<file path="config.mk">
export PLATFORM = sky130hd
export DESIGN_NAME = coherency_unit
export DESIGN_NICKNAME = d
export VERILOG_FILES = /design/src/hw/mesi_pkg.sv /design/src/hw/coherency_unit.sv
export VERILOG_INCLUDE_DIRS = /design/src /design/src/hw
export SDC_FILE = /design/constraint.sdc
export NUM_CORES = 1
export LEC_CHECK = 0
export ABC_AREA = 1
export CAP_MARGIN = 30
export CELL_PAD_IN_SITES_DETAIL_PLACEMENT = 1
export CELL_PAD_IN_SITES_GLOBAL_PLACEMENT = 1
export CORE_AREA = 2 2 116 118
export DETAILED_ROUTE_END_ITERATION = 8
export DIE_AREA = 0 0 118 120
export DONT_BUFFER_PORTS = 1
export PLACE_DENSITY_LB_ADDON = 0.15
export SYNTH_ARGS = -nofsm -noshare
export SYNTH_HDL_FRONTEND = slang
export SYNTH_SLANG_ARGS = --single-unit
</file>
<file path="constraint.sdc">
create_clock -name CLK -period 3.9 [get_ports CLK]
set_input_delay 0.975 -clock CLK [delete_from_list [all_inputs] [get_ports CLK]]
set_output_delay 0.975 -clock CLK [all_outputs]
set_load 0.03 [all_outputs]
</file>
<file path="src/hw/mesi_config.svh">
// Sizing macros for the MESI subsystem, included by the package and every RTL module
`ifndef MESI_CONFIG_SVH
`define MESI_CONFIG_SVH

`define MESI_ADDR_W    10   // Word address bits
`define MESI_DATA_W    32   // One word per line
`define MESI_CPUS      2    // Round-robin rule assumes two
`define MESI_SETS      16   // Direct-mapped sets per L1
`define MESI_MEM_WORDS 1024 // Flat main memory depth

`endif

</file>
<file path="src/hw/mesi_pkg.sv">
// Shared MESI types and link structs, referenced by scoped name from each RTL module
`include "mesi_config.svh"

package mesi_pkg;

    typedef logic [`MESI_ADDR_W-1:0] addr_t;                          // Word address
    typedef logic [`MESI_DATA_W-1:0] data_t;                          // Data word
    typedef logic [$clog2(`MESI_SETS)-1:0] index_t;                   // Low address bits
    typedef logic [`MESI_ADDR_W-$clog2(`MESI_SETS)-1:0] tag_t;        // Upper address bits

    typedef enum logic [1:0] {
        MODIFIED,
        EXCLUSIVE,
        SHARED,
        INVALID                                                       // Reset value
    } mesi_t;

    typedef enum logic [1:0] {
        BUS_RD,                                                       // Read for sharing
        BUS_RDX,                                                      // Read for ownership
        BUS_UPGR,                                                     // S to M, no data
        BUS_WB                                                        // Dirty victim out
    } bus_cmd_t;

    typedef struct packed {
        bus_cmd_t cmd;
        addr_t    addr;
        data_t    wdata;                                              // Victim data on BUS_WB
    } bus_req_t;                                                      // Unit to bus_ctrl

    typedef struct packed {
        data_t rdata;
        logic  exclusive;                                             // No other sharer
    } bus_resp_t;                                                     // bus_ctrl to unit

    typedef struct packed {
        addr_t addr;
        logic  inv;                                                   // Invalidate, else share
    } snoop_t;

    typedef struct packed {
        logic  hit;
        logic  dirty;                                                 // Data valid when set
        data_t data;
    } snoop_resp_t;

    typedef struct packed {
        logic  we;
        addr_t addr;
        data_t wdata;
    } cpu_req_t;                                                      // L1 miss to unit

    typedef struct packed {
        data_t data;
        mesi_t state;
    } line_fill_t;                                                    // Unit to L1

endpackage

</file>
<file path="src/hw/coherency_unit.sv">
// Per-CPU MESI controller turning L1 misses into bus transactions and answering snoops
`timescale 1ns/1ps
`include "mesi_config.svh"

module coherency_unit #(
    parameter int CPU_ID = 0
) (
    input  logic                    CLK,
    input  logic                    nRST,
    input  logic                    miss_valid,
    input  mesi_pkg::cpu_req_t      miss_req,
    input  logic                    evict_valid,
    input  mesi_pkg::addr_t         evict_addr,
    input  mesi_pkg::data_t         evict_data,
    output logic                    fill_done,
    output mesi_pkg::line_fill_t    fill,
    output logic                    snoop_lookup,
    output mesi_pkg::index_t        snoop_index,
    input  mesi_pkg::tag_t          snoop_tag,
    input  mesi_pkg::mesi_t         snoop_state,
    input  mesi_pkg::data_t         snoop_data,
    output logic                    snoop_update,
    output mesi_pkg::mesi_t         snoop_new_state,
    output logic                    bus_req_valid,
    output mesi_pkg::bus_req_t      bus_req,
    input  logic                    bus_done,
    input  mesi_pkg::bus_resp_t     bus_resp,
    input  logic                    snoop_valid,
    input  mesi_pkg::snoop_t        snoop,
    output logic                    snoop_done,
    output mesi_pkg::snoop_resp_t   snoop_resp
);

    typedef enum logic [2:0] {
        IDLE,
        WRITE_BACK,
        READ_REQ,
        WRITE_REQ,
        RESP_CHKTAG,
        RESP_SEND
    } cu_state_t;

    cu_state_t             state;
    mesi_pkg::tag_t        miss_tag;
    mesi_pkg::index_t      miss_idx;
    mesi_pkg::tag_t        snp_tag;
    mesi_pkg::index_t      snp_idx;
    mesi_pkg::bus_req_t    req_q;
    mesi_pkg::snoop_resp_t snp_q;
    logic                  snp_hit;

    if (CPU_ID >= `MESI_CPUS) begin : g_id_check
        $error("coherency_unit CPU_ID %0d exceeds CPU count", CPU_ID);
    end

    assign {miss_tag, miss_idx} = miss_req.addr;
    assign {snp_tag, snp_idx}   = snoop.addr;
    assign snp_hit = (snoop_state != mesi_pkg::INVALID) && (snoop_tag == snp_tag);

    // Snoop preempts any waiting request, which is re-decided from IDLE
    always_ff @(posedge CLK or negedge nRST) begin
        if (!nRST) begin
            state <= IDLE;
        end else begin
            case (state)
                IDLE: begin
                    if (snoop_valid) begin
                        state <= RESP_CHKTAG;
                    end else if (evict_valid) begin
                        state <= WRITE_BACK;                         // Victim goes first
                    end else if (miss_valid) begin
                        state <= miss_req.we ? WRITE_REQ : READ_REQ;
                    end
                end
                WRITE_BACK, READ_REQ, WRITE_REQ: begin
                    if (snoop_valid) begin
                        state <= RESP_CHKTAG;
                    end else if (bus_done) begin
                        state <= IDLE;
                    end
                end
                RESP_CHKTAG: state <= RESP_SEND;
                default:     state <= IDLE;
            endcase
        end
    end

    // Request chosen from the line state seen in IDLE
    always_ff @(posedge CLK) begin
        if (state == IDLE && !snoop_valid) begin
            if (evict_valid) begin
                req_q <= '{cmd: mesi_pkg::BUS_WB, addr: evict_addr, wdata: evict_data};
            end else begin
                req_q.addr  <= miss_req.addr;
                req_q.wdata <= miss_req.wdata;
                if (!miss_req.we) begin
                    req_q.cmd <= mesi_pkg::BUS_RD;
                end else if (snoop_state == mesi_pkg::SHARED && snoop_tag == miss_tag) begin
                    req_q.cmd <= mesi_pkg::BUS_UPGR;                 // Copy still valid
                end else begin
                    req_q.cmd <= mesi_pkg::BUS_RDX;
                end
            end
        end
        if (state == RESP_CHKTAG) begin
            snp_q.hit   <= snp_hit;
            snp_q.dirty <= snp_hit && (snoop_state == mesi_pkg::MODIFIED);
            snp_q.data  <= snoop_data;
        end
    end

    always_comb begin
        snoop_lookup    = 1'b0;
        snoop_index     = miss_idx;
        snoop_update    = 1'b0;
        snoop_new_state = mesi_pkg::INVALID;
        fill_done       = 1'b0;
        fill            = '{data: miss_req.wdata, state: mesi_pkg::MODIFIED}; // Write result
        case (state)
            IDLE:       snoop_lookup = miss_valid;                  // Own line state
            WRITE_BACK: snoop_update = bus_done;                    // Victim now in memory
            READ_REQ: begin
                fill_done  = bus_done;
                fill.data  = bus_resp.rdata;
                fill.state = bus_resp.exclusive ? mesi_pkg::EXCLUSIVE : mesi_pkg::SHARED;
            end
            WRITE_REQ:  fill_done = bus_done;
            RESP_CHKTAG: begin
                snoop_lookup = 1'b1;
                snoop_index  = snp_idx;
            end
            RESP_SEND: begin
                snoop_lookup    = 1'b1;                             // Holds off local hits
                snoop_index     = snp_idx;
                snoop_update    = snp_q.hit;
                snoop_new_state = snoop.inv ? mesi_pkg::INVALID : mesi_pkg::SHARED;
            end
            default: ;
        endcase
    end

    assign bus_req_valid = (state inside {WRITE_BACK, READ_REQ, WRITE_REQ});
    assign bus_req       = req_q;
    assign snoop_done    = (state == RESP_SEND);
    assign snoop_resp    = snp_q;

endmodule

</file>
# Yosys cells after proc, flatten, opt, wreduce, memory -nomap -nowiden
# Index checks and enable logic that the tools add are counted.
# word_totals
elab_cells,48
input_bits,175
output_inout_bits,123
register_bits,81
# op_classes
n_reduce_logical,12
n_eq_ne,11
muxes,18
# ops
op,n
$mux W42,1
$mux W34,1
$mux W3,5
$eq A6 B6 Y1,2
$pmux W3 S3,1
$eq A3 B2 Y1 const B,2
$eq A3 B3 Y1 const B,2
$mux W2,3
$logic_and A1 B1 Y1,4
$mux W1,4
$mux W4,1
$ne A4 B4 Y1 const B,1
$pmux W1 S2,2
$reduce_or A2 Y1,2
$eq A3 B1 Y1 const B,1
$logic_not A3 Y1,1
$ne A3 B3 Y1 const B,1
$reduce_bool A3 Y1,1
$reduce_or A3 Y1,1
$eq A2 B2 Y1 const B,1
$logic_not A2 Y1,1
$ne A2 B2 Y1 const B,1
$reduce_and A2 Y1,1
$logic_not A1 Y1,1

# Depth between registers and ports, before layout
# Gate-level depths: netlist of the first run.
# depth
depth_word,5
mapped_depth,7

# Least setup slack after synthesis of the first run
# Ideal clock, no wire load.
# synth_path
path_type,input port to flip-flop
startpoint,input snoop_valid
endpoint,"register req_q, in the netlist bus_req[0] (enable)"
arrival_time_ns,2.827
n_path_buf,0
cell_stages,1
setup_slack_ns,0.627
path_cell_list,nor2_1
# synth_between
elab_chain_len,2
# synth_rtl
element,line_no,text
start: declaration,coherency_unit.sv:28,"input logic snoop_valid,"
$logic_not A1 Y1,coherency_unit.sv:90,if (state == IDLE && !snoop_valid) begin
$logic_and A1 B1 Y1,coherency_unit.sv:90,
end signal: assignment,coherency_unit.sv:92,"req_q <= '{cmd: mesi_pkg::BUS_WB, addr: evict_addr, wdata: evict_data};"
end: declaration,coherency_unit.sv:48,mesi_pkg::bus_req_t req_q;
# No other way between the ends.
# A chain may end at the register's enable or synchronous reset.

==> results of run 1 <==
per-stage QoR:
| step | area, um^2 | hold slack, ns |
|---|---|---|
| 2_1_floorplan | 3919 | 0.5031 |
| 3_3_place_gp | 4135 | 0.5377 |
| 3_5_place_dp | 4163 | 0.5601 |
| 4_1_cts | 4479 | 0.3017 |
| 5_1_grt | 4479 | 0.2984 |
| 6_report | 4479 | 0.3220 |
final cells by class:
type | instances | area (um^2) | area share [%]
clock inverters | 6 | 91.34 | 2.039
flip-flops and latches | 81 | 2417 | 53.97
clock buffers | 9 | 225.2 | 5.028
repair buffers | 10 | 95.09 | 2.123
multi-input cells | 233 | 1303 | 29.08
inverters | 34 | 127.6 | 2.849
well taps | 176 | 220.2 | 4.916
state kept, by name (all words and copies together), names as in the netlist:
register / cells
bus_req: 44
snoop_resp: 34
state: 3
layer usage:
metal	vias to the layer above	part of all wire, %
met4	0	2.9
li1	1210	-
met2	148	54
met3	21	9.2
met1	1258	34
met5	-	0
critical path, delay by kind of cell (launching register included):
kind,cells,cell delay [ns]
simple gates,2,1.14
buf+inv,1,0.12
flops,1,0.45
power groups by stage:
stage / sequential, mW / clock, mW / combinational [mW]
final: 1.73 / 0.906 / 0.708
after global routing: 1.75 / 0.971 / 0.776
after CTS: 1.74 / 0.943 / 0.722
after detailed placement: 1.76 / 0 / 0.721
after global placement: 1.76 / 0 / 0.673
after floorplan: 1.72 / 0 / 0.514
how the worst max path moves through the flow:
stage                 end  slack (ns)  cells after the start
2_1_floorplan  bus_req[0]        0.63                      1
3_3_place_gp      fill[1]        1.25                      3
3_5_place_dp      fill[1]        1.20                      3
4_1_cts           fill[1]        0.81                      3
5_1_grt           fill[1]        0.68                      3
6_report          fill[1]        0.85                      3
cells in the mapped netlist (2+ instances only):
| library cell | number | area [um^2] |
|---|---|---|
| nand4_1 | 4 | 25.02 |
| clkbuf_1 | 6 | 22.52 |
| mux2_2 | 4 | 45.04 |
| mux2_4 | 28 | 420.4 |
| inv_1 | 32 | 120.1 |
| buf_2 | 3 | 15.01 |
| inv_2 | 2 | 7.510 |
| buf_6 | 3 | 33.78 |
| nand3_1 | 8 | 40.04 |
| nand2_1 | 151 | 566.8 |
| or2_2 | 2 | 12.51 |
| dfrtp_1 | 3 | 75.07 |
| edfxtp_1 | 78 | 2342 |
| nor2_1 | 12 | 45.04 |
| o21ai_0 | 18 | 90.09 |
kinds of logic after synthesis:
group / after synthesis / synth area share, %
flip-flops: 81 / 61.69
multiplexers: 32 / 11.88
XOR/XNOR: 1 / 0.2235
other: 1 / 0.09569
buffers and inverters: 47 / 5.268
AND/OR/NAND/NOR: 179 / 18.17
AO/OA/AOI/OAI: 20 / 2.682
==> reports/qor.txt, run 1 <==
WORST SETUP PATH
------------------------------------------------------------------------------------------------------
Launch point of the worst reg-to-reg path                                                     state[1]
Reg2reg path depth                                                                                   6
Worst Path Max Fanout                                                                               34
R2r setup slk                                                                                  1.96 ns
Critical-path top delay cell                                                                    nor2_1
Capturing element type of the critical path                                                 output pin
Startpoint of the most critical setup path                                                    state[2]
Cells along the critical path                                                             inv_2 -> nand3_4 -> nor2_1
Worst EP arrival                                                                               2.08 ns
Worst path required time                                                                       2.92 ns
Type of element launching the critical path                                                       flop
R2r endpoint                                                                               bus_req[23]
Crit path largest cell delay                                                                   0.66 ns
Critical path start-end classification                                                      reg -> out

TIMING
------------------------------------------------------------------------------------------------------
Clock skew after layout                                                                    0.004951 ns
Max frequency                                                                                327.6 MHz
Measured slew at the worst slew-check pin                                                    0.7533 ns
Max-Slew Margin vs Limit                                                                        49.68%
Minimum clock period                                                                          3.053 ns
Share of the cycle needed by the critical path after routing                                    78.28%
Total Neg Setup Slack                                                                             0 ns
Least setup slack across all paths after layout                                              0.8472 ns
Number of slew-limit violations in the final report                                                  0
Unrepaired setup endpoints after global routing                                                  false
Setup Viol. Count Final                                                                              0
Final Hold Fails                                                                                     0

YOSYS
------------------------------------------------------------------------------------------------------
Most frequently used flop master after synthesis                                              edfxtp_1
Count of synthesis-stage warnings from yosys                                                         0
Share of synthesized flip-flops with an asynchronous set or reset                               3.704%
Unique masters post-synth                                                                           22
Number of instances in the synthesized netlist                                                     361
Post-Syn Nets                                                                                      536
Average footprint of a synthesized cell                                                     10.86 um^2
Flops & latches, synth                                                                              81
Cell area after synthesis                                                                 0.003919 mm^2
Sequential fraction of the synthesis area                                                       61.69%
Number of enable-type register cells in the synthesized netlist                                     78

FINISH
------------------------------------------------------------------------------------------------------
Most common library cell in the layout ignoring fill and taps                                  nand2_1
Fraction of layout instances using a drive strength above 1                                     16.89%
Finished Core Util                                                                              34.51%
Antenna cell count                                                                                   0
Final #Nets                                                                                        544
Most frequent cells in the layout                                                         nand2_1 (151), edfxtp_1 (78), inv_1 (32), mux2_4 (28), o21ai_0 (18)
Area Overhead vs Synth                                                                          14.30%
Layout Cells excl Fill                                                                             549
Fill cells                                                                                        1472

CTS
------------------------------------------------------------------------------------------------------
Maximum level of the CTS H-tree                                                                      3
CTS resizes                                                                                          0
Clock transition at the register clock pins on the worst setup and hold paths after CTS        0.06 ns
Clock Latency Late Sink                                                                        0.34 ns
Number of sinks driven by the clock tree                                                            81
Post CTS Setup Buffer Count                                                                          0
TritonCTS buffer count                                                                               9
Clock root buffer                                                                            clkbuf_16
CTS tree                                                                                          done
Hold-fix buffer count after cts                                                                      0
Deepest clock path buffer count                                                                      2

FLOORPLANNING
------------------------------------------------------------------------------------------------------
Vertical extent of the die                                                                      120 um
Die width                                                                                       118 um
Die Footprint                                                                             0.01416 mm^2
Ports                                                                                              298
Core area                                                                                 0.01298 mm^2
Placement Rows                                                                                      42
Starting density of the core                                                                    30.19%

PWR
------------------------------------------------------------------------------------------------------
Sw Share                                                                                        39.60%
Combinational cell fraction of total power                                                       21.2%
Sequential group share of total power                                                            51.7%
Internal power                                                                                2.021 mW
PwrDens                                                                                   747.1 mW/mm^2
Total power of the final layout                                                               3.347 mW
Switching pwr                                                                                 1.325 mW
Portion of total power attributed to the clock network                                           27.1%
Peak VDD IR                                                                                  0.2514 mV
Pleak                                                                                         1.960 nW

GLOBAL ROUTING
------------------------------------------------------------------------------------------------------
Total Routing Usage GR                                                                          15.49%
Initial antenna violation count                                                                      0
Global-route wire length before repair                                                        16.42 mm
Number of global-route vias before repair                                                         2860
Met1 routing resource usage after global routing                                                15.37%
Largest net degree at the start of global routing                                                   54
Aggregate global routing overflow                                                                    0
GR peak layer                                                                                     met2
Global-route met2 utilization                                                                   27.00%
Met3 GRT Util                                                                                   7.034%

ROUTING
------------------------------------------------------------------------------------------------------
Final antenna-violating net count                                                                    0
Number of violations reported at the end of detailed-routing iteration 0                            87
Average wire per standard cell                                                                20.01 um
DR DRC count                                                                                         0
Wire length reported by the detailed router                                                   10.98 mm
First-pass iteration count of the detailed router                                                    4
Vias                                                                                              2637
Avg Vias per Cell                                                                                4.803

JOB
------------------------------------------------------------------------------------------------------
Number of violations of the max-capacitance limit                                                    0

PLACED DESIGN
------------------------------------------------------------------------------------------------------
Gpl congestion                                                                                  0.8254
Estimated wirelength of the detail-placed design                                              8.621 mm
Number of instances in the placed design                                                           534
Worst-case setup slack after placement                                                        1.195 ns
Number of buffers inserted by port buffering                                                         0

HOLD PATH
------------------------------------------------------------------------------------------------------
Classification of the worst-slack hold path                                                in -> async

STATUS
------------------------------------------------------------------------------------------------------
Result of the run                                                                         finished clean

Power figures use the tool's default switching activity.
==> run 2, diff against run 1 <==
==> constraint.sdc (replaced) <==
create_clock -name CLK -period 2.95 [get_ports CLK]
set_input_delay 0.7375 -clock CLK [delete_from_list [all_inputs] [get_ports CLK]]
set_output_delay 0.7375 -clock CLK [all_outputs]
set_load 0.03 [all_outputs]
==> reports/qor.txt, run 2 (synthesis gave the netlist of run 1 again) <==
CTS
------------------------------------------------------------------------------------------------------
Deepest clock path buffer count                                                                      2   unchanged
TritonCTS buffer count                                                                               9   unchanged
CTS tree                                                                                          done
Clock transition at the register clock pins on the worst setup and hold paths after CTS        0.06 ns   about the same
CTS resizes                                                                                          0   unchanged
Number of sinks driven by the clock tree                                                            81   unchanged
Clock root buffer                                                                            clkbuf_16
Maximum level of the CTS H-tree                                                                      3   unchanged
Post CTS Setup Buffer Count                                                                          0   unchanged
Hold-fix buffer count after cts                                                                      0   unchanged
Clock Latency Late Sink                                                                        0.33 ns   about the same

TIMING
------------------------------------------------------------------------------------------------------
Final Hold Fails                                                                                     0   unchanged
Measured slew at the worst slew-check pin                                                    0.6898 ns   -0.06345 ns
Number of slew-limit violations in the final report                                                  0   unchanged
Worst slack on hold paths                                                                   0.09155 ns   -0.2304 ns
Max frequency                                                                                367.4 MHz
Unrepaired setup endpoints after global routing                                                  false
Clock skew after layout                                                                    0.003898 ns   -0.001053 ns
Setup Viol. Count Final                                                                              0   unchanged
Minimum clock period                                                                          2.722 ns
Max-Slew Margin vs Limit                                                                        53.84%   +4.2 points
Total Neg Setup Slack                                                                             0 ns   unchanged
Share of the cycle needed by the critical path after routing                                    92.27%

ROUTING
------------------------------------------------------------------------------------------------------
Vias                                                                                              2613   -0.91%
Met3 Wirelength                                                                                 958 um   -5.1%
Uppermost metal layer occupied by signal nets                                                     met4
Number of violations reported at the end of detailed-routing iteration 0                           115   +32%
Met2 Routed Length                                                                            5.959 mm   +1.2%
Avg Vias per Cell                                                                                4.742   -1.3%
Wire length reported by the detailed router                                                   11.17 mm   +1.7%
Average wire per standard cell                                                                20.28 um   +1.3%
Final antenna-violating net count                                                                    0   unchanged
DR DRC count                                                                                         0   unchanged
First-pass iteration count of the detailed router                                                    4   unchanged
Detailed-route wire length on metal 1                                                         4.035 mm   +7.2%

FLOORPLANNING
------------------------------------------------------------------------------------------------------
Ports                                                                                              298   unchanged
Die Footprint                                                                             0.01416 mm^2   unchanged
Core area                                                                                 0.01298 mm^2   unchanged
Starting density of the core                                                                    30.19%   unchanged
Placement Rows                                                                                      42   unchanged
Die width                                                                                       118 um   unchanged
Vertical extent of the die                                                                      120 um   unchanged

GLOBAL ROUTING
------------------------------------------------------------------------------------------------------
Global-route wire length before repair                                                        16.24 mm   -1.1%
Number of global-route vias before repair                                                         2750   -3.8%
Initial antenna violation count                                                                      0   unchanged
Largest net degree at the start of global routing                                                   54   unchanged
Total Routing Usage GR                                                                          15.28%   -0.22 points
Aggregate global routing overflow                                                                    0   unchanged

FINISH
------------------------------------------------------------------------------------------------------
Area Overhead vs Synth                                                                          13.70%
Fill cells                                                                                        1477   +0.34%
Final #Nets                                                                                        545   +0.18%
Largest register FFs                                                                                44   unchanged
Most common library cell in the layout ignoring fill and taps                                  nand2_1
Antenna cell count                                                                                   0   unchanged
Cell area after layout                                                                    0.004456 mm^2   -0.53%
Finished Core Util                                                                              34.33%   -0.18 points
Fraction of layout instances using a drive strength above 1                                     17.07%   +0.18 points
Most frequent cells in the layout                                                         nand2_1 (151), edfxtp_1 (78), inv_1 (32), mux2_4 (28), o21ai_0 (18)

PLACED DESIGN
------------------------------------------------------------------------------------------------------
Number of buffers inserted by port buffering                                                         0   unchanged
Cell area reported after detailed placement                                               0.004150 mm^2   -0.30%
Gpl congestion                                                                                  0.7517   -8.9%
Estimated wirelength of the detail-placed design                                              8.682 mm   +0.70%

PWR
------------------------------------------------------------------------------------------------------
Peak VDD IR                                                                                  0.4102 mV   +63%
Pleak                                                                                         1.952 nW   -0.42%
PwrDens                                                                                   972.8 mW/mm^2   +30%
Total power of the final layout                                                               4.334 mW   +30%

WORST SETUP PATH
------------------------------------------------------------------------------------------------------
R2r setup slk                                                                                  1.03 ns   -0.93 ns
Critical Path Sink                                                                             fill[3]
Launch point of the worst reg-to-reg path                                                     state[1]
R2r endpoint                                                                                bus_req[8]
Startpoint of the most critical setup path                                                    state[2]
Worst path required time                                                                       2.21 ns   -0.71 ns
Capturing element type of the critical path                                                 output pin
Type of element launching the critical path                                                       flop
Reg2reg path depth                                                                                   6   unchanged
Critical path start-end classification                                                      reg -> out
Worst EP arrival                                                                               1.98 ns   -0.10 ns
Worst Path Max Fanout                                                                               34   unchanged

HOLD PATH
------------------------------------------------------------------------------------------------------
Classification of the worst-slack hold path                                                in -> async

JOB
------------------------------------------------------------------------------------------------------
Number of violations of the max-capacitance limit                                                    0   unchanged

STATUS
------------------------------------------------------------------------------------------------------
Result of the run                                                                         finished clean

[run 2: worst min path at each step]
| stage | start | to |
|---|---|---|
| 3_5_place_dp | nRST | state[2] |
| 4_1_cts | nRST | state[2] |
| 3_3_place_gp | nRST | state[2] |
| 5_1_grt | nRST | state[2] |
| 6_report | nRST | state[2] |
| 2_1_floorplan | nRST | state[0] |
[run 2: power breakdown]
| part | total [mW] | switching [mW] | internal [mW] |
|---|---|---|---|
| logic | 0.892 | 0.649 | 0.243 |
| clock network | 1.15 | 0.476 | 0.670 |
| registers | 2.30 | 0.633 | 1.66 |
| total | 4.33 | 1.76 | 2.58 |
[run 2: worst max-delay path, cell delays in order (launching register included)]
cell and delay [ns]:
dfrtp_1 0.45, inv_2 0.11, nand3_4 0.48, mux2_2 0.58
[run 2: cell type report]
class	count	area, um^2	share of cell area, %
Timing Repair Buffer	11	82.58	1.853
Inverter	34	127.6	2.864
Sequential cell	81	2417	54.25
Clock inverter	6	76.32	1.713
Clock buffer	10	229.0	5.139
Multi-Input combinational cell	233	1303	29.23
Tap cell	176	220.2	4.942
[run 2: per-stage QoR]
step	cells	setup slack [ns]
after global routing	551	0.1164
after CTS	551	0.1993
after floorplan	361	0.5886
final	551	0.2281
after global placement	535	0.6354
after detailed placement	535	0.5673
[run 2: routing by layer]
metal	vias up	GRT usage (%)
met5	-	0
met4	0	7.078
met2	148	26.89
met1	1237	16.25
met3	16	5.703
li1	1212	-
