==> config.mk <==
export PLATFORM = sky130hd
export DESIGN_NAME = bus_ctrl
export DESIGN_NICKNAME = d
export VERILOG_FILES = /design/src/hw/mesi_pkg.sv /design/src/hw/bus_ctrl.sv
export VERILOG_INCLUDE_DIRS = /design/src /design/src/hw
export SDC_FILE = /design/constraint.sdc
export NUM_CORES = 1
export LEC_CHECK = 0
export BUFFER_PORTS_ARGS = -buffer_cell sky130_fd_sc_hd__buf_2
export CORE_AREA = 4 4 127 129
export DETAILED_ROUTE_END_ITERATION = 12
export DIE_AREA = 0 0 131 133
export MAX_ROUTING_LAYER = met4
export PLACE_DENSITY_LB_ADDON = 0.05
export SETUP_SLACK_MARGIN = 0.15
export SLEW_MARGIN = 20
export SYNTH_ARGS = -nofsm -noshare
export SYNTH_HDL_FRONTEND = slang
export SYNTH_SLANG_ARGS = --single-unit
==> constraint.sdc <==
create_clock -name CLK -period 2.8 [get_ports CLK]
set_input_delay 0.56 -clock CLK [delete_from_list [all_inputs] [get_ports CLK]]
set_output_delay 0.56 -clock CLK [all_outputs]
set_load 0.02 [all_outputs]
==> src/hw/mesi_config.svh <==
// Sizing macros for the MESI subsystem, included by the package and every RTL module
`ifndef MESI_CONFIG_SVH
`define MESI_CONFIG_SVH

`define MESI_ADDR_W    10   // Word address bits
`define MESI_DATA_W    32   // One word per line
`define MESI_CPUS      2    // Round-robin rule assumes two
`define MESI_SETS      16   // Direct-mapped sets per L1
`define MESI_MEM_WORDS 1024 // Flat main memory depth

`endif

==> src/hw/mesi_pkg.sv <==
// Shared MESI types and link structs, referenced by scoped name from each RTL module
`include "mesi_config.svh"

package mesi_pkg;

    typedef logic [`MESI_ADDR_W-1:0] addr_t;                          // Word address
    typedef logic [`MESI_DATA_W-1:0] data_t;                          // Data word
    typedef logic [$clog2(`MESI_SETS)-1:0] index_t;                   // Low address bits
    typedef logic [`MESI_ADDR_W-$clog2(`MESI_SETS)-1:0] tag_t;        // Upper address bits

    typedef enum logic [1:0] {
        MODIFIED,
        EXCLUSIVE,
        SHARED,
        INVALID                                                       // Reset value
    } mesi_t;

    typedef enum logic [1:0] {
        BUS_RD,                                                       // Read for sharing
        BUS_RDX,                                                      // Read for ownership
        BUS_UPGR,                                                     // S to M, no data
        BUS_WB                                                        // Dirty victim out
    } bus_cmd_t;

    typedef struct packed {
        bus_cmd_t cmd;
        addr_t    addr;
        data_t    wdata;                                              // Victim data on BUS_WB
    } bus_req_t;                                                      // Unit to bus_ctrl

    typedef struct packed {
        data_t rdata;
        logic  exclusive;                                             // No other sharer
    } bus_resp_t;                                                     // bus_ctrl to unit

    typedef struct packed {
        addr_t addr;
        logic  inv;                                                   // Invalidate, else share
    } snoop_t;

    typedef struct packed {
        logic  hit;
        logic  dirty;                                                 // Data valid when set
        data_t data;
    } snoop_resp_t;

    typedef struct packed {
        logic  we;
        addr_t addr;
        data_t wdata;
    } cpu_req_t;                                                      // L1 miss to unit

    typedef struct packed {
        data_t data;
        mesi_t state;
    } line_fill_t;                                                    // Unit to L1

endpackage

==> src/hw/bus_ctrl.sv <==
// Snooping bus controller: round-robin grant, snoop broadcast and data routing to memory
`timescale 1ns/1ps
`include "mesi_config.svh"

module bus_ctrl (
    input  logic                    CLK,
    input  logic                    nRST,
    input  logic                    bus_req_valid [`MESI_CPUS],
    input  mesi_pkg::bus_req_t      bus_req       [`MESI_CPUS],
    output logic                    bus_done      [`MESI_CPUS],
    output mesi_pkg::bus_resp_t     bus_resp      [`MESI_CPUS],
    output logic                    snoop_valid   [`MESI_CPUS],
    output mesi_pkg::snoop_t        snoop         [`MESI_CPUS],
    input  logic                    snoop_done    [`MESI_CPUS],
    input  mesi_pkg::snoop_resp_t   snoop_resp    [`MESI_CPUS],
    output logic                    mem_req,
    output logic                    mem_we,
    output mesi_pkg::addr_t         mem_addr,
    output mesi_pkg::data_t         mem_wdata,
    input  logic                    mem_ack,
    input  mesi_pkg::data_t         mem_rdata
);

    localparam int SELW = $clog2(`MESI_CPUS);

    typedef enum logic [1:0] {ARB, SNOOP, MEM, DONE} bus_state_t;

    bus_state_t         state;
    logic [SELW-1:0]    owner;                                       // Granted CPU
    logic [SELW-1:0]    prio;                                        // Favored next
    logic [SELW-1:0]    pick;
    logic [SELW-1:0]    other;                                       // Snooped CPU
    logic               any_req;
    logic               wr_q;                                        // Memory write pending
    logic               excl_q;
    mesi_pkg::data_t    data_q;
    mesi_pkg::bus_req_t cur;

    assign other   = owner ^ SELW'(1);
    assign any_req = bus_req_valid[prio] || bus_req_valid[prio ^ SELW'(1)];
    assign pick    = bus_req_valid[prio] ? prio : prio ^ SELW'(1);
    assign cur     = bus_req[owner];                                 // Held until bus_done

    always_ff @(posedge CLK or negedge nRST) begin
        if (!nRST) begin
            state <= ARB;
            owner <= '0;
            prio  <= '0;
            wr_q  <= 1'b0;
        end else begin
            case (state)
                ARB: begin
                    if (any_req) begin
                        owner <= pick;
                        prio  <= pick ^ SELW'(1);                    // Other CPU next time
                        wr_q  <= (bus_req[pick].cmd == mesi_pkg::BUS_WB);
                        state <= (bus_req[pick].cmd == mesi_pkg::BUS_WB) ? MEM : SNOOP;
                    end
                end
                SNOOP: begin
                    if (snoop_done[other]) begin
                        wr_q  <= snoop_resp[other].hit && snoop_resp[other].dirty; // Flush
                        state <= (cur.cmd == mesi_pkg::BUS_UPGR) ? DONE : MEM;
                    end
                end
                MEM:     if (mem_ack) state <= DONE;
                default: state <= ARB;
            endcase
        end
    end

    // Data path: victim, supplied or memory word
    always_ff @(posedge CLK) begin
        if (state == ARB && any_req) begin
            data_q <= bus_req[pick].wdata;
        end
        if (state == SNOOP && snoop_done[other]) begin
            data_q <= snoop_resp[other].data;
            excl_q <= !snoop_resp[other].hit;                        // No sharer left
        end
        if (state == MEM && mem_ack && !wr_q) begin
            data_q <= mem_rdata;
        end
    end

    always_comb begin
        for (int i = 0; i < `MESI_CPUS; i++) begin
            bus_done[i]    = (state == DONE) && (owner == SELW'(i));
            bus_resp[i]    = '{rdata: data_q, exclusive: excl_q};
            snoop_valid[i] = (state == SNOOP) && (owner != SELW'(i));
            snoop[i]       = '{addr: cur.addr, inv: cur.cmd != mesi_pkg::BUS_RD};
        end
    end

    assign mem_req   = (state == MEM);
    assign mem_we    = wr_q;
    assign mem_addr  = cur.addr;
    assign mem_wdata = data_q;

endmodule

* Word-level counts from Yosys, hierarchy flattened
Cells that the tools add are included.
** Cells by class
- Magnitude comparators :: 5
- Equal/unequal tests :: 8
- Muxes and demuxes :: 31
- Bitwise operators :: 8
- Reduce and logical (&&, ||, !) cells :: 19
** Operators by type and width (number)
- two-way mux 44 bit :: 6
- two-way mux 34 bit :: 3
- two-way mux 32 bit :: 3
- two-way mux 1 bit :: 13
- greater-or-equal comparator 2 bit (second input constant) :: 5
- NOT 1 -> 2 bit :: 5
- logical AND 1 bit :: 9
- equality test 2 bit (second input constant) :: 4
- two-way mux 2 bit :: 4
- case mux 2 bit (3 select lines) :: 1
- AND reduction 3 bit :: 2
- inequality test 2 bit (second input constant) :: 2
- nonzero test 2 bit :: 2
- NOT 1 bit :: 3
- nonzero test 3 bit :: 1
- equality test 2 x 1 -> 1 bit (second input constant) :: 1
- logical NOT 1 bit :: 2
- logical NOT 2 bit :: 1
- inequality test 2 x 1 -> 1 bit (second input constant) :: 1
- case mux 1 bit (2 select lines) :: 1
- AND reduction 2 bit :: 1
- logical OR 1 bit :: 1
** Word-level totals
- Flip-flop bits (word level) :: 38
- Input bits :: 195
- Logic and storage cells :: 77

* Logic depth before layout (Yosys ltp)
Gate-level depths: netlist of run 1.
- Word-level depth :: 13
- Gate-level depth with buffers :: 9
- Mapped depth without buffers :: 6

* Least setup slack after synthesis of run 1
No wires, ideal clock.
- Path kind :: flip-flop to flip-flop
- Start point :: reg state[0]
- End point :: reg data_q[0], in the netlist mem_wdata[0], enable pin
- Library setup time :: 0.395 ns
- Arrival time :: 2.386 ns
- Required time :: 2.405 ns
- Path slack :: 0.019 ns
- Cell stages (with the launch flop) :: 8
- Buffers on the path :: 2
- Clock period less this slack :: 2.781 ns
- Cells stage by stage :: dfrtp_1 inv_1 ha_1 nand2_1 nor2_1 clkbuf_1 clkbuf_1 nand3b_1
** On the way
- Cells in the longest elaborated chain, start to end :: 4
- Elaborated cells on any way between the ends :: 8
- Classes of those cells :: eq/ne (2); reduce/logical (6)
** RTL lines
- from (decl) :: RTL line bus_ctrl.sv:28 : bus_state_t state;
- from (signal assigned) :: RTL line bus_ctrl.sv:57 : state <= (bus_req[pick].cmd == mesi_pkg::BUS_WB) ? MEM : SNOOP;
- from (signal assigned) :: RTL line bus_ctrl.sv:63 : state <= (cur.cmd == mesi_pkg::BUS_UPGR) ? DONE : MEM;
- equality test 2 bit
- via mem_req :: RTL line bus_ctrl.sv:16 : output logic mem_req,
- logical AND 1 bit (2 in series) :: RTL line bus_ctrl.sv:81 : if (state == MEM && mem_ack && !wr_q) begin
- nonzero test 3 bit (no line)
- to (signal assigned) :: RTL line bus_ctrl.sv:75 : data_q <= bus_req[pick].wdata;
- to (signal assigned) :: RTL line bus_ctrl.sv:78 : data_q <= snoop_resp[other].data;
- to (signal assigned) :: RTL line bus_ctrl.sv:82 : data_q <= mem_rdata;
- to (decl) :: RTL line bus_ctrl.sv:36 : mesi_pkg::data_t data_q;
The timed path passes the listed nets, and every way through them passes these cells.
A chain may end at the register's enable or synchronous reset.

==> impl_metrics.xml, run 1 <==
<?xml version="1.0" encoding="UTF-8"?>
<metrics>
  <group name="status">
    <metric name="outcome" unit="">complete, no violations</metric>
  </group>
  <group name="cells_and_area">
    <metric name="nNetsFinal" unit="">813</metric>
    <metric name="final_cell_utilization_of_the_core" unit="">0.332</metric>
    <metric name="syn_to_final_growth" unit="%">36.8</metric>
    <metric name="drive_above_1_share" unit="">0.591</metric>
  </group>
  <group name="global_route">
    <metric name="busiest_layer" unit="">met2</metric>
    <metric name="via_count_of_the_first_global_routing_pass" unit="">3888</metric>
    <metric name="grt_start_max_net_pins" unit="">37</metric>
    <metric name="met2_usage_grt" unit="">0.294</metric>
    <metric name="global_route_wire_length_before_repair" unit="um">21300</metric>
    <metric name="antenna_violations_before_repair" unit="">2</metric>
    <metric name="grt_use_met3" unit="">0.0379</metric>
    <metric name="groute.usage.overall" unit="">0.164</metric>
    <metric name="grt_util_met1" unit="">0.179</metric>
    <metric name="grt-ovfl-total" unit="">0</metric>
  </group>
  <group name="clocking">
    <metric name="ctsHoldBuffers" unit="">0</metric>
    <metric name="cts.reportedPaths.clkPinSlew" unit="ns">0.06</metric>
    <metric name="cts_tree" unit="">built</metric>
    <metric name="cts_root_buf" unit="">sky130_fd_sc_hd__clkbuf_16</metric>
    <metric name="post-cts-setup-buffer-count" unit="">0</metric>
    <metric name="total_clock_buffers_created_by_cts" unit="">5</metric>
    <metric name="skew_pair_late_insertion_delay" unit="ns">0.29</metric>
    <metric name="clock_sink_count" unit="">38</metric>
    <metric name="htree_num_levels" unit="">2</metric>
    <metric name="number_of_resized_instances_in_the_post_cts_repair_step" unit="">0</metric>
    <metric name="cts_max_path_buffers" unit="">2</metric>
  </group>
  <group name="critical_path">
    <metric name="worst-r2r-cell-count" unit="">7</metric>
    <metric name="crit_family" unit="">flip-flops</metric>
    <metric name="endpoint" unit="">snoop[13]</metric>
    <metric name="worst_setup_path_start_kind" unit="">flip-flop</metric>
    <metric name="crit_path_max_cell_delay" unit="ns">0.61</metric>
    <metric name="path_max_fanout" unit="">30</metric>
    <metric name="launching_element_of_the_worst_setup_path" unit="">owner</metric>
    <metric name="reg2reg_setup_slack" unit="ns">0.55</metric>
    <metric name="worst_ep_required_time" unit="ns">2.24</metric>
    <metric name="regToRegEndpoint" unit="">mem_wdata[15]</metric>
    <metric name="cp-end-kind" unit="">output port</metric>
    <metric name="timing.rr.start" unit="">state[1]</metric>
    <metric name="crit_path_cell_trace" unit="">buf_4, mux2_2, buf_2</metric>
    <metric name="worst-path-stages" unit="">3</metric>
    <metric name="critical_path.slowest_cell" unit="">sky130_fd_sc_hd__dfrtp_2</metric>
    <metric name="worst-path-buf-inv" unit="">2</metric>
    <metric name="arrival" unit="ns">1.92</metric>
    <metric name="worst-setup-path-type" unit="">reg -&gt; out</metric>
  </group>
  <group name="placed_design">
    <metric name="numPortBuffers" unit="">330</metric>
    <metric name="place.gp.congestion" unit="">0.741</metric>
    <metric name="place.detailed.hpwl" unit="um">11900</metric>
  </group>
  <group name="synthesis">
    <metric name="ys_warn_count" unit="">0</metric>
    <metric name="synth_top_area_frac" unit="">0.272</metric>
    <metric name="seq_area_frac_synth" unit="">0.306</metric>
    <metric name="synth-seq-cells" unit="">38</metric>
    <metric name="asyncSetResetFlopFracSynth" unit="">0.132</metric>
    <metric name="avgSynthCellArea" unit="um^2">9.54</metric>
    <metric name="yosys.cell_count.top_type" unit="">sky130_fd_sc_hd__buf_4</metric>
    <metric name="postSynth.topFlopCell" unit="">sky130_fd_sc_hd__edfxtp_1</metric>
    <metric name="synthDistinctLibCells" unit="">35</metric>
    <metric name="synth_top_area_cell" unit="">sky130_fd_sc_hd__edfxtp_1</metric>
    <metric name="postSynthNetCount" unit="">582</metric>
    <metric name="mappedNetlistArea" unit="um^2">3650</metric>
    <metric name="number_of_flops_mapped_to_enable_cells_by_yosys" unit="">33</metric>
    <metric name="synthTopCellsByCount" unit="">87 x sky130_fd_sc_hd__buf_4, 37 x sky130_fd_sc_hd__a21oi_1, 36 x sky130_fd_sc_hd__mux2i_1</metric>
    <metric name="post_synth_main_area_contributors" unit="">sky130_fd_sc_hd__edfxtp_1 27%, sky130_fd_sc_hd__buf_4 18%, sky130_fd_sc_hd__mux2i_1 9.9%, sky130_fd_sc_hd__a22o_1 7.9%, sky130_fd_sc_hd__a211o_1 7.7%</metric>
    <metric name="synthesis.instances" unit="">382</metric>
  </group>
  <group name="sta">
    <metric name="timing_worst_slew_pin_value" unit="ns">0.454</metric>
    <metric name="period_needed" unit="ns">2.48</metric>
    <metric name="finalClockSkew" unit="ns">0.00160</metric>
    <metric name="setup-violations-final" unit="">0</metric>
    <metric name="slew-limit-headroom" unit="">0.697</metric>
    <metric name="hold_viol_final" unit="">0</metric>
    <metric name="totalNegativeSetupSlack" unit="ns">0</metric>
    <metric name="max_clock_freq" unit="GHz">0.403</metric>
    <metric name="maxSlewViolCount" unit="">0</metric>
    <metric name="setup_repair_after_global_routing_missed_its_margin" unit="">false</metric>
    <metric name="post-route-period-util" unit="">0.887</metric>
  </group>
  <group name="detailed_routing">
    <metric name="wl_per_cell" unit="um">18.2</metric>
    <metric name="detail_route.wirelength" unit="um">14700</metric>
    <metric name="post-route-drc-count" unit="">0</metric>
    <metric name="pre_antenna_drt_iters" unit="">4</metric>
    <metric name="drt_iter0_drc" unit="">118</metric>
    <metric name="vias" unit="">3694</metric>
    <metric name="route.detailed.vias_per_inst" unit="">4.59</metric>
    <metric name="antenna_violating_nets_post_route" unit="">0</metric>
  </group>
  <group name="floorplan">
    <metric name="initial_utilization" unit="">0.243</metric>
    <metric name="die_height" unit="um">133</metric>
    <metric name="die-area" unit="um^2">17400</metric>
    <metric name="io-pin-count" unit="">331</metric>
    <metric name="core_area" unit="um^2">15000</metric>
    <metric name="die_w" unit="um">131</metric>
    <metric name="rows" unit="">45</metric>
  </group>
  <group name="power">
    <metric name="maximum_resistive_drop_on_vdd" unit="V">0.000322</metric>
    <metric name="powerDensity" unit="nW/um^2">1220</metric>
    <metric name="p_leak" unit="uW">0.00281</metric>
  </group>
  <group name="worst_hold_path">
    <metric name="worst_hold_path_type" unit="">in -&gt; async</metric>
  </group>
  <group name="flow_run">
    <metric name="timing.max_cap.violations" unit="">0</metric>
  </group>
</metrics>
[state kept, by name, summed over array words and instances, names as in the netlist]
name / count
mem_wdata: 32
state: 2
excl_q: 1
mem_we: 1
owner: 1
prio: 1
[worst reg2reg max path, cell delays in order, from the launching register on]
cell and delay [ns]:
sky130_fd_sc_hd__dfrtp_1 0.42, sky130_fd_sc_hd__inv_1 0.12, sky130_fd_sc_hd__ha_1 0.37, sky130_fd_sc_hd__nand2_1 0.14, sky130_fd_sc_hd__inv_2 0.37, sky130_fd_sc_hd__buf_4 0.30
sky130_fd_sc_hd__a21oi_1 0.09, sky130_fd_sc_hd__a22o_1 0.20
[where the power goes]
group | leakage (uW) | internal, uW | switching [uW]
clock | 0.0000683 | 327 | 245
sequential | 0.000376 | 1100 | 282
combinational | 0.00236 | 1570 | 2560
total | 0.00281 | 3000 | 3080
[routing by layer]
layer  vias to the layer above  share of wire
met3                        12          0.076
met2                       184           0.53
met1                      1700           0.38
met5                         -              0
li1                       1798              -
met4                         0          0.013
[kinds of logic after synthesis]
family | synth area share
buffers and inverters | 0.227
AO/OA/AOI/OAI | 0.229
AND/OR/NAND/NOR | 0.0875
multiplexers | 0.134
flip-flops | 0.306
adder cells (fa/ha/maj) | 0.0172
[cells in the final DEF (no fill, tap or decap), drive strengths merged, types with 2 or more instances in the layout]
| cell | Yosys | layout |
|---|---|---|
| clkinv | 0 | 2 |
| diode | 0 | 2 |
| a211o | 32 | 32 |
| a31oi | 2 | 2 |
| dfrtp | 5 | 5 |
| nand2 | 5 | 5 |
| nor2b | 2 | 2 |
| ha | 5 | 5 |
| a21boi | 2 | 2 |
| buf | 100 | 343 |
| a21oi | 37 | 37 |
| mux2i | 36 | 36 |
| inv | 5 | 5 |
| and2 | 2 | 2 |
| a22o | 33 | 33 |
| clkbuf | 19 | 6 |
| nor2 | 8 | 8 |
| o21ai | 2 | 2 |
| mux2 | 11 | 11 |
| edfxtp | 33 | 33 |
| and3 | 32 | 32 |
[area by class of cell]
cell class / count / area (um^2)
diodes: 2 / 5.00
clock buffers: 6 / 129
clock inverters: 2 / 8.76
fillers: 1616 / 10000
inverters: 5 / 18.8
multi-input cells: 220 / 1710
flip-flops and latches: 38 / 1120
well taps: 188 / 235
repair buffers: 343 / 1760
[worst min path at each step]
stage / from / endpoint / slack, ns / cells past startpoint
after floorplan: nRST / mem_we / 0.26 / 0
after global placement: nRST / prio / 0.39 / 1
after detailed placement: nRST / prio / 0.39 / 1
after CTS: nRST / prio / 0.08 / 1
after global routing: nRST / state[1] / 0.08 / 1
final: nRST / prio / 0.08 / 1
[stage by stage]
step	hold WS [ns]	power [uW]	instance area (um^2)	instances	setup slack, ns
6_report	0.0848	6080	4990	804	0.316
5_1_grt	0.0806	6540	4990	804	0.221
4_1_cts	0.0777	6200	4980	802	0.264
3_5_place_dp	0.393	5610	4840	794	0.516
3_3_place_gp	0.394	5590	4840	794	0.513
2_1_floorplan	0.264	4890	3650	382	0.189
No activity file was read; power rests on OpenSTA's default activity.
==> inputs of run 2 (changes only) <==
--- a/config.mk
+++ b/config.mk
@@ -12,6 +12,7 @@
 export DIE_AREA = 0 0 131 133
 export MAX_ROUTING_LAYER = met4
 export PLACE_DENSITY_LB_ADDON = 0.05
+export REMOVE_ABC_BUFFERS = 1
 export SETUP_SLACK_MARGIN = 0.15
 export SLEW_MARGIN = 20
 export SYNTH_ARGS = -nofsm -noshare
==> impl_metrics.xml, run 2 (same netlist as run 1, synthesis figures left out) <==
<?xml version="1.0" encoding="UTF-8"?>
<metrics>
  <group name="power">
    <metric name="powerDensity" unit="nW/um^2">1230</metric>
    <metric name="maximum_resistive_drop_on_vdd" unit="V">0.000387</metric>
    <metric name="total_power" unit="uW">6170</metric>
    <metric name="share_comb_of_total_power" unit="">0.682</metric>
    <metric name="netSwitchingPower" unit="uW">3120</metric>
    <metric name="seqPwrFrac" unit="">0.222</metric>
    <metric name="clkPwrFrac" unit="">0.096</metric>
    <metric name="power.share.switching" unit="">0.505</metric>
    <metric name="cell_internal_pwr" unit="uW">3050</metric>
    <metric name="p_leak" unit="uW">0.00282</metric>
  </group>
  <group name="detailed_routing">
    <metric name="post-route-drc-count" unit="">0</metric>
    <metric name="vias" unit="">3814</metric>
    <metric name="antenna_violating_nets_post_route" unit="">0</metric>
    <metric name="detail_route.wirelength" unit="um">15000</metric>
    <metric name="pre_antenna_drt_iters" unit="">5</metric>
    <metric name="route.detailed.vias_per_inst" unit="">4.76</metric>
    <metric name="wl_per_cell" unit="um">18.7</metric>
    <metric name="drt_iter0_drc" unit="">185</metric>
  </group>
  <group name="clocking">
    <metric name="cts.reportedPaths.clkPinSlew" unit="ns">0.06</metric>
    <metric name="htree_num_levels" unit="">2</metric>
    <metric name="post-cts-setup-buffer-count" unit="">0</metric>
    <metric name="ctsHoldBuffers" unit="">0</metric>
    <metric name="total_clock_buffers_created_by_cts" unit="">5</metric>
    <metric name="cts_max_path_buffers" unit="">2</metric>
    <metric name="skew_pair_late_insertion_delay" unit="ns">0.28</metric>
    <metric name="clock_sink_count" unit="">38</metric>
    <metric name="number_of_resized_instances_in_the_post_cts_repair_step" unit="">0</metric>
    <metric name="cts_root_buf" unit="">sky130_fd_sc_hd__clkbuf_16</metric>
    <metric name="cts_tree" unit="">built</metric>
  </group>
  <group name="critical_path">
    <metric name="worst-r2r-cell-count" unit="">7</metric>
    <metric name="worst-setup-path-type" unit="">reg -&gt; out</metric>
    <metric name="reg2reg_setup_slack" unit="ns">0.74</metric>
    <metric name="launching_element_of_the_worst_setup_path" unit="">owner</metric>
    <metric name="path_max_fanout" unit="">15</metric>
    <metric name="worst_ep_required_time" unit="ns">2.24</metric>
    <metric name="cp-end-kind" unit="">output port</metric>
    <metric name="timing.rr.start" unit="">state[0]</metric>
    <metric name="regToRegEndpoint" unit="">mem_wdata[31]</metric>
    <metric name="worst_setup_path_start_kind" unit="">flip-flop</metric>
    <metric name="arrival" unit="ns">1.70</metric>
  </group>
  <group name="floorplan">
    <metric name="die-area" unit="um^2">17400</metric>
    <metric name="core_area" unit="um^2">15000</metric>
    <metric name="die_height" unit="um">133</metric>
    <metric name="die_w" unit="um">131</metric>
    <metric name="rows" unit="">45</metric>
    <metric name="io-pin-count" unit="">331</metric>
    <metric name="initial_utilization" unit="">0.243</metric>
  </group>
  <group name="sta">
    <metric name="setup_repair_after_global_routing_missed_its_margin" unit="">false</metric>
    <metric name="period_needed" unit="ns">2.26</metric>
    <metric name="totalNegativeSetupSlack" unit="ns">0</metric>
    <metric name="post-route-period-util" unit="">0.806</metric>
    <metric name="max_clock_freq" unit="GHz">0.443</metric>
    <metric name="worst_hold_slack" unit="ns">0.0781</metric>
    <metric name="slew-limit-headroom" unit="">0.723</metric>
    <metric name="timing_worst_slew_pin_value" unit="ns">0.414</metric>
    <metric name="hold_viol_final" unit="">0</metric>
    <metric name="setup-violations-final" unit="">0</metric>
    <metric name="finalClockSkew" unit="ns">0.00212</metric>
    <metric name="maxSlewViolCount" unit="">0</metric>
  </group>
  <group name="flow_run">
    <metric name="timing.max_cap.violations" unit="">0</metric>
  </group>
  <group name="global_route">
    <metric name="global_route_wire_length_before_repair" unit="um">21500</metric>
    <metric name="via_count_of_the_first_global_routing_pass" unit="">3798</metric>
    <metric name="grt_start_max_net_pins" unit="">38</metric>
    <metric name="groute.usage.overall" unit="">0.166</metric>
    <metric name="antenna_violations_before_repair" unit="">0</metric>
    <metric name="grt-ovfl-total" unit="">0</metric>
  </group>
  <group name="placed_design">
    <metric name="placedInstanceArea" unit="um^2">4870</metric>
    <metric name="place.detailed.hpwl" unit="um">11800</metric>
    <metric name="numPortBuffers" unit="">330</metric>
    <metric name="place.gp.congestion" unit="">0.735</metric>
  </group>
  <group name="worst_hold_path">
    <metric name="worst_hold_path_type" unit="">in -&gt; async</metric>
  </group>
  <group name="cells_and_area">
    <metric name="syn_to_final_growth" unit="%">37.5</metric>
    <metric name="nNetsFinal" unit="">813</metric>
    <metric name="multi_input_comb_area" unit="um^2">1710</metric>
    <metric name="final_instance_area" unit="um^2">5010</metric>
    <metric name="fillerInstances" unit="">1609</metric>
    <metric name="final_cell_utilization_of_the_core" unit="">0.334</metric>
    <metric name="layout.cells.most_common" unit="">sky130_fd_sc_hd__buf_2</metric>
    <metric name="largest_reg_flops" unit="">32</metric>
    <metric name="diodes" unit="">0</metric>
    <metric name="drive_above_1_share" unit="">0.591</metric>
    <metric name="most_used_cells_in_the_layout_excluding_fill_and_tap_cells" unit="">330 x sky130_fd_sc_hd__buf_2, 37 x sky130_fd_sc_hd__a21oi_1, 36 x sky130_fd_sc_hd__mux2i_1</metric>
    <metric name="ff_latch_area" unit="um^2">1120</metric>
  </group>
  <group name="status">
    <metric name="outcome" unit="">complete, no violations</metric>
  </group>
</metrics>
## run 2: changes by cell type in the layout (fill, tap and decap cells not counted), sizes merged
cell	change
clkbuf	+2
diode	-2
clkinv	-2
## run 2: worst max-delay path by stage
stage | endpoint | slack (ns) | cells past startpoint
after floorplan | mem_wdata[0] | -1.45 | 5
after global placement | mem_wdata[1] | 0.67 | 6
after detailed placement | mem_wdata[1] | 0.67 | 6
after CTS | mem_addr[1] | 0.51 | 3
after global routing | snoop[13] | 0.47 | 3
final | mem_addr[1] | 0.54 | 3
## run 2: routing by layer
| metal | up-vias | wire (um) | part of all wire | global-route usage |
|---|---|---|---|---|
| li1 | 1803 | - | - | - |
| met1 | 1771 | 6050 | 0.40 | 0.198 |
| met2 | 235 | 7560 | 0.50 | 0.295 |
| met3 | 5 | 1260 | 0.084 | 0.0262 |
| met4 | 0 | 110 | 0.0073 | 0.0291 |
| met5 | - | 0 | 0 | - |
## run 2: through the flow
stage                     setup slack [ns]  instances
after floorplan                      -1.45        263
after global placement               0.668        794
after detailed placement             0.666        794
after CTS                            0.513        802
after global routing                 0.475        802
final                                0.544        802
## run 2: worst max-delay path: stages (launching register included)
cell and delay (ns):
sky130_fd_sc_hd__dfrtp_2 0.53, sky130_fd_sc_hd__buf_4 0.30, sky130_fd_sc_hd__mux2_2 0.40, sky130_fd_sc_hd__buf_2 0.17
## run 2: power groups by stage
stage	sequential, uW	combinational (uW)	clock (uW)
detailed placement	1400	4270	0
floorplan	2410	1620	0
global route	1430	4550	630
CTS	1390	4280	609
finish	1370	4210	590
global placement	1390	4280	0
## run 2: final cells by class
type / count / share of cell area
Timing Repair Buffer: 343 / 0.356
Multi-Input combinational cell: 220 / 0.341
Sequential cell: 38 / 0.223
Tap cell: 188 / 0.0469
Clock buffer: 8 / 0.0292
Inverter: 5 / 0.00374
==> inputs of run 3 (changes only) <==
--- a/config.mk
+++ b/config.mk
@@ -7,9 +7,9 @@
 export NUM_CORES = 1
 export LEC_CHECK = 0
 export BUFFER_PORTS_ARGS = -buffer_cell sky130_fd_sc_hd__buf_2
-export CORE_AREA = 4 4 127 129
+export CORE_AREA = 4 4 126 128
 export DETAILED_ROUTE_END_ITERATION = 12
-export DIE_AREA = 0 0 131 133
+export DIE_AREA = 0 0 130 132
 export MAX_ROUTING_LAYER = met4
 export PLACE_DENSITY_LB_ADDON = 0.05
 export REMOVE_ABC_BUFFERS = 1
==> constraint.sdc (replaced) <==
create_clock -name CLK -period 2.1 [get_ports CLK]
set_input_delay 0.42 -clock CLK [delete_from_list [all_inputs] [get_ports CLK]]
set_output_delay 0.42 -clock CLK [all_outputs]
set_load 0.02 [all_outputs]
==> impl_metrics.xml, run 3 (same netlist as run 1, synthesis figures left out) <==
<?xml version="1.0" encoding="UTF-8"?>
<metrics>
  <group name="sta">
    <metric name="period_needed" unit="ns">1.89</metric>
    <metric name="max_clock_freq" unit="GHz">0.529</metric>
    <metric name="post-route-period-util" unit="">0.901</metric>
    <metric name="hold_viol_final" unit="">0</metric>
    <metric name="worst_hold_slack" unit="ns">0.376</metric>
    <metric name="setup-violations-final" unit="">0</metric>
    <metric name="finalClockSkew" unit="ns">0.00224</metric>
    <metric name="maxSlewViolCount" unit="">0</metric>
    <metric name="setup_repair_after_global_routing_missed_its_margin" unit="">true</metric>
    <metric name="slew-limit-headroom" unit="">0.800</metric>
    <metric name="setup_slack" unit="ns">0.208</metric>
    <metric name="timing_worst_slew_pin_value" unit="ns">0.298</metric>
  </group>
  <group name="global_route">
    <metric name="grt_util_met1" unit="">0.188</metric>
    <metric name="grt-ovfl-total" unit="">0</metric>
    <metric name="grt_use_met3" unit="">0.0292</metric>
    <metric name="via_count_of_the_first_global_routing_pass" unit="">4087</metric>
    <metric name="busiest_layer" unit="">met2</metric>
    <metric name="antenna_violations_before_repair" unit="">1</metric>
    <metric name="met2_usage_grt" unit="">0.319</metric>
    <metric name="groute.usage.overall" unit="">0.172</metric>
    <metric name="global_route_wire_length_before_repair" unit="um">22200</metric>
    <metric name="grt_start_max_net_pins" unit="">37</metric>
  </group>
  <group name="cells_and_area">
    <metric name="most_used_cells_in_the_layout_excluding_fill_and_tap_cells" unit="">330 x sky130_fd_sc_hd__buf_2, 37 x sky130_fd_sc_hd__a21oi_1, 36 x sky130_fd_sc_hd__mux2i_1</metric>
    <metric name="diodes" unit="">0</metric>
    <metric name="largest_reg_flops" unit="">32</metric>
    <metric name="layout.cells.most_common" unit="">sky130_fd_sc_hd__buf_2</metric>
    <metric name="syn_to_final_growth" unit="%">41.8</metric>
    <metric name="nNetsFinal" unit="">819</metric>
    <metric name="drive_above_1_share" unit="">0.595</metric>
    <metric name="fillerInstances" unit="">1589</metric>
  </group>
  <group name="clocking">
    <metric name="cts_max_path_buffers" unit="">2</metric>
    <metric name="total_clock_buffers_created_by_cts" unit="">5</metric>
    <metric name="clock_sink_count" unit="">38</metric>
    <metric name="cts_tree" unit="">built</metric>
    <metric name="skew_pair_late_insertion_delay" unit="ns">0.28</metric>
    <metric name="cts.reportedPaths.clkPinSlew" unit="ns">0.06</metric>
    <metric name="cts_root_buf" unit="">sky130_fd_sc_hd__clkbuf_16</metric>
    <metric name="htree_num_levels" unit="">2</metric>
  </group>
  <group name="detailed_routing">
    <metric name="route.detailed.vias_per_inst" unit="">4.76</metric>
    <metric name="detail_route.wirelength" unit="um">15400</metric>
    <metric name="post-route-drc-count" unit="">0</metric>
    <metric name="wl_per_cell" unit="um">19.1</metric>
    <metric name="vias" unit="">3844</metric>
    <metric name="pre_antenna_drt_iters" unit="">4</metric>
    <metric name="antenna_violating_nets_post_route" unit="">0</metric>
    <metric name="drt_iter0_drc" unit="">175</metric>
  </group>
  <group name="critical_path">
    <metric name="worst-r2r-cell-count" unit="">6</metric>
    <metric name="worst_ep_required_time" unit="ns">1.68</metric>
    <metric name="worst-setup-path-type" unit="">reg -&gt; out</metric>
    <metric name="arrival" unit="ns">1.47</metric>
    <metric name="cp-end-kind" unit="">output port</metric>
    <metric name="worst_setup_path_start_kind" unit="">flip-flop</metric>
    <metric name="path_max_fanout" unit="">9</metric>
  </group>
  <group name="flow_run">
    <metric name="timing.max_cap.violations" unit="">0</metric>
  </group>
  <group name="power">
    <metric name="p_leak" unit="uW">0.00289</metric>
    <metric name="clkPwrFrac" unit="">0.092</metric>
    <metric name="netSwitchingPower" unit="uW">4210</metric>
    <metric name="powerDensity" unit="nW/um^2">1650</metric>
    <metric name="maximum_resistive_drop_on_vdd" unit="V">0.000541</metric>
    <metric name="share_comb_of_total_power" unit="">0.699</metric>
    <metric name="cell_internal_pwr" unit="uW">4310</metric>
    <metric name="power.share.switching" unit="">0.494</metric>
    <metric name="seqPwrFrac" unit="">0.209</metric>
  </group>
  <group name="floorplan">
    <metric name="die_height" unit="um">132</metric>
    <metric name="die-area" unit="um^2">17200</metric>
    <metric name="core_area" unit="um^2">14900</metric>
    <metric name="rows" unit="">45</metric>
    <metric name="initial_utilization" unit="">0.245</metric>
    <metric name="die_w" unit="um">130</metric>
    <metric name="io-pin-count" unit="">331</metric>
  </group>
  <group name="placed_design">
    <metric name="place.gp.congestion" unit="">0.815</metric>
    <metric name="place.detailed.hpwl" unit="um">11900</metric>
    <metric name="numPortBuffers" unit="">330</metric>
    <metric name="placement.setup.worst_slack" unit="ns">0.140</metric>
  </group>
  <group name="worst_hold_path">
    <metric name="worst_hold_path_type" unit="">in -&gt; reg</metric>
    <metric name="min_delay_path_depth" unit="">2</metric>
  </group>
  <group name="status">
    <metric name="outcome" unit="">complete, no violations</metric>
  </group>
</metrics>
-- run 3: repair_timing --
item / in CTS / in global routing
buffers inserted: 0 / 1
gates cloned: 1 / 1
gates resized for setup: 1 / 2
hold buffers: 1 / 0
pin swaps: 0 / 0
endpoints found under the setup margin: 30 / 45
endpoints found under the hold margin: 5 / 0
-- run 3: worst paths after layout --
path / from / to / slack [ns]
worst min-delay path: bus_req_valid[1] / owner / 0.38
min in group asynchronous: nRST / prio / 0.49
worst max register to register: owner / mem_wdata[28] / 0.25
max in group asynchronous: nRST / owner / 1.45
worst max-delay path: state[1] / snoop_valid[0] / 0.21
worst min register to register: prio / prio / 0.51
-- run 3: metal layers --
metal	wire, um	vias up	part of all wire
met5	0	-	0
met4	206	0	0.013
met3	1300	14	0.084
met2	8090	232	0.52
met1	5840	1786	0.38
li1	-	1812	-
-- run 3: critical path: stages, from the launching register on --
cell,delay [ns]
sky130_fd_sc_hd__dfrtp_1,0.42
sky130_fd_sc_hd__inv_1,0.12
sky130_fd_sc_hd__ha_1,0.18
sky130_fd_sc_hd__buf_4,0.17
sky130_fd_sc_hd__nor2b_1,0.13
sky130_fd_sc_hd__buf_2,0.17
-- run 3: layout make-up --
cell class | instances | area (um^2) | share of cell area
Clock buffer | 8 | 146 | 0.0283
Inverter | 5 | 18.8 | 0.00363
Sequential cell | 38 | 1120 | 0.216
Tap cell | 188 | 235 | 0.0455
Timing Repair Buffer | 349 | 1940 | 0.375
Multi-Input combinational cell | 220 | 1720 | 0.332
-- run 3: stage by stage --
stage	setup TNS (ns)	power [uW]	std cells	instance area (um^2)	utilization
3_5_place_dp	0	7640	796	4930	0.332
5_1_grt	0	9130	808	5170	0.348
6_report	0	8520	808	5170	0.348
2_1_floorplan	-135.38	5370	263	2840	-
4_1_cts	0	8590	806	5130	0.345
3_3_place_gp	0	7640	796	4930	0.332
-- run 3: power by group through the flow --
stage | combinational (uW) | clock, uW | sequential, uW
finish | 5950 | 786 | 1780
global route | 6410 | 852 | 1860
CTS | 5970 | 826 | 1790
detailed placement | 5850 | 0 | 1790
global placement | 5860 | 0 | 1780
floorplan | 2160 | 0 | 3210
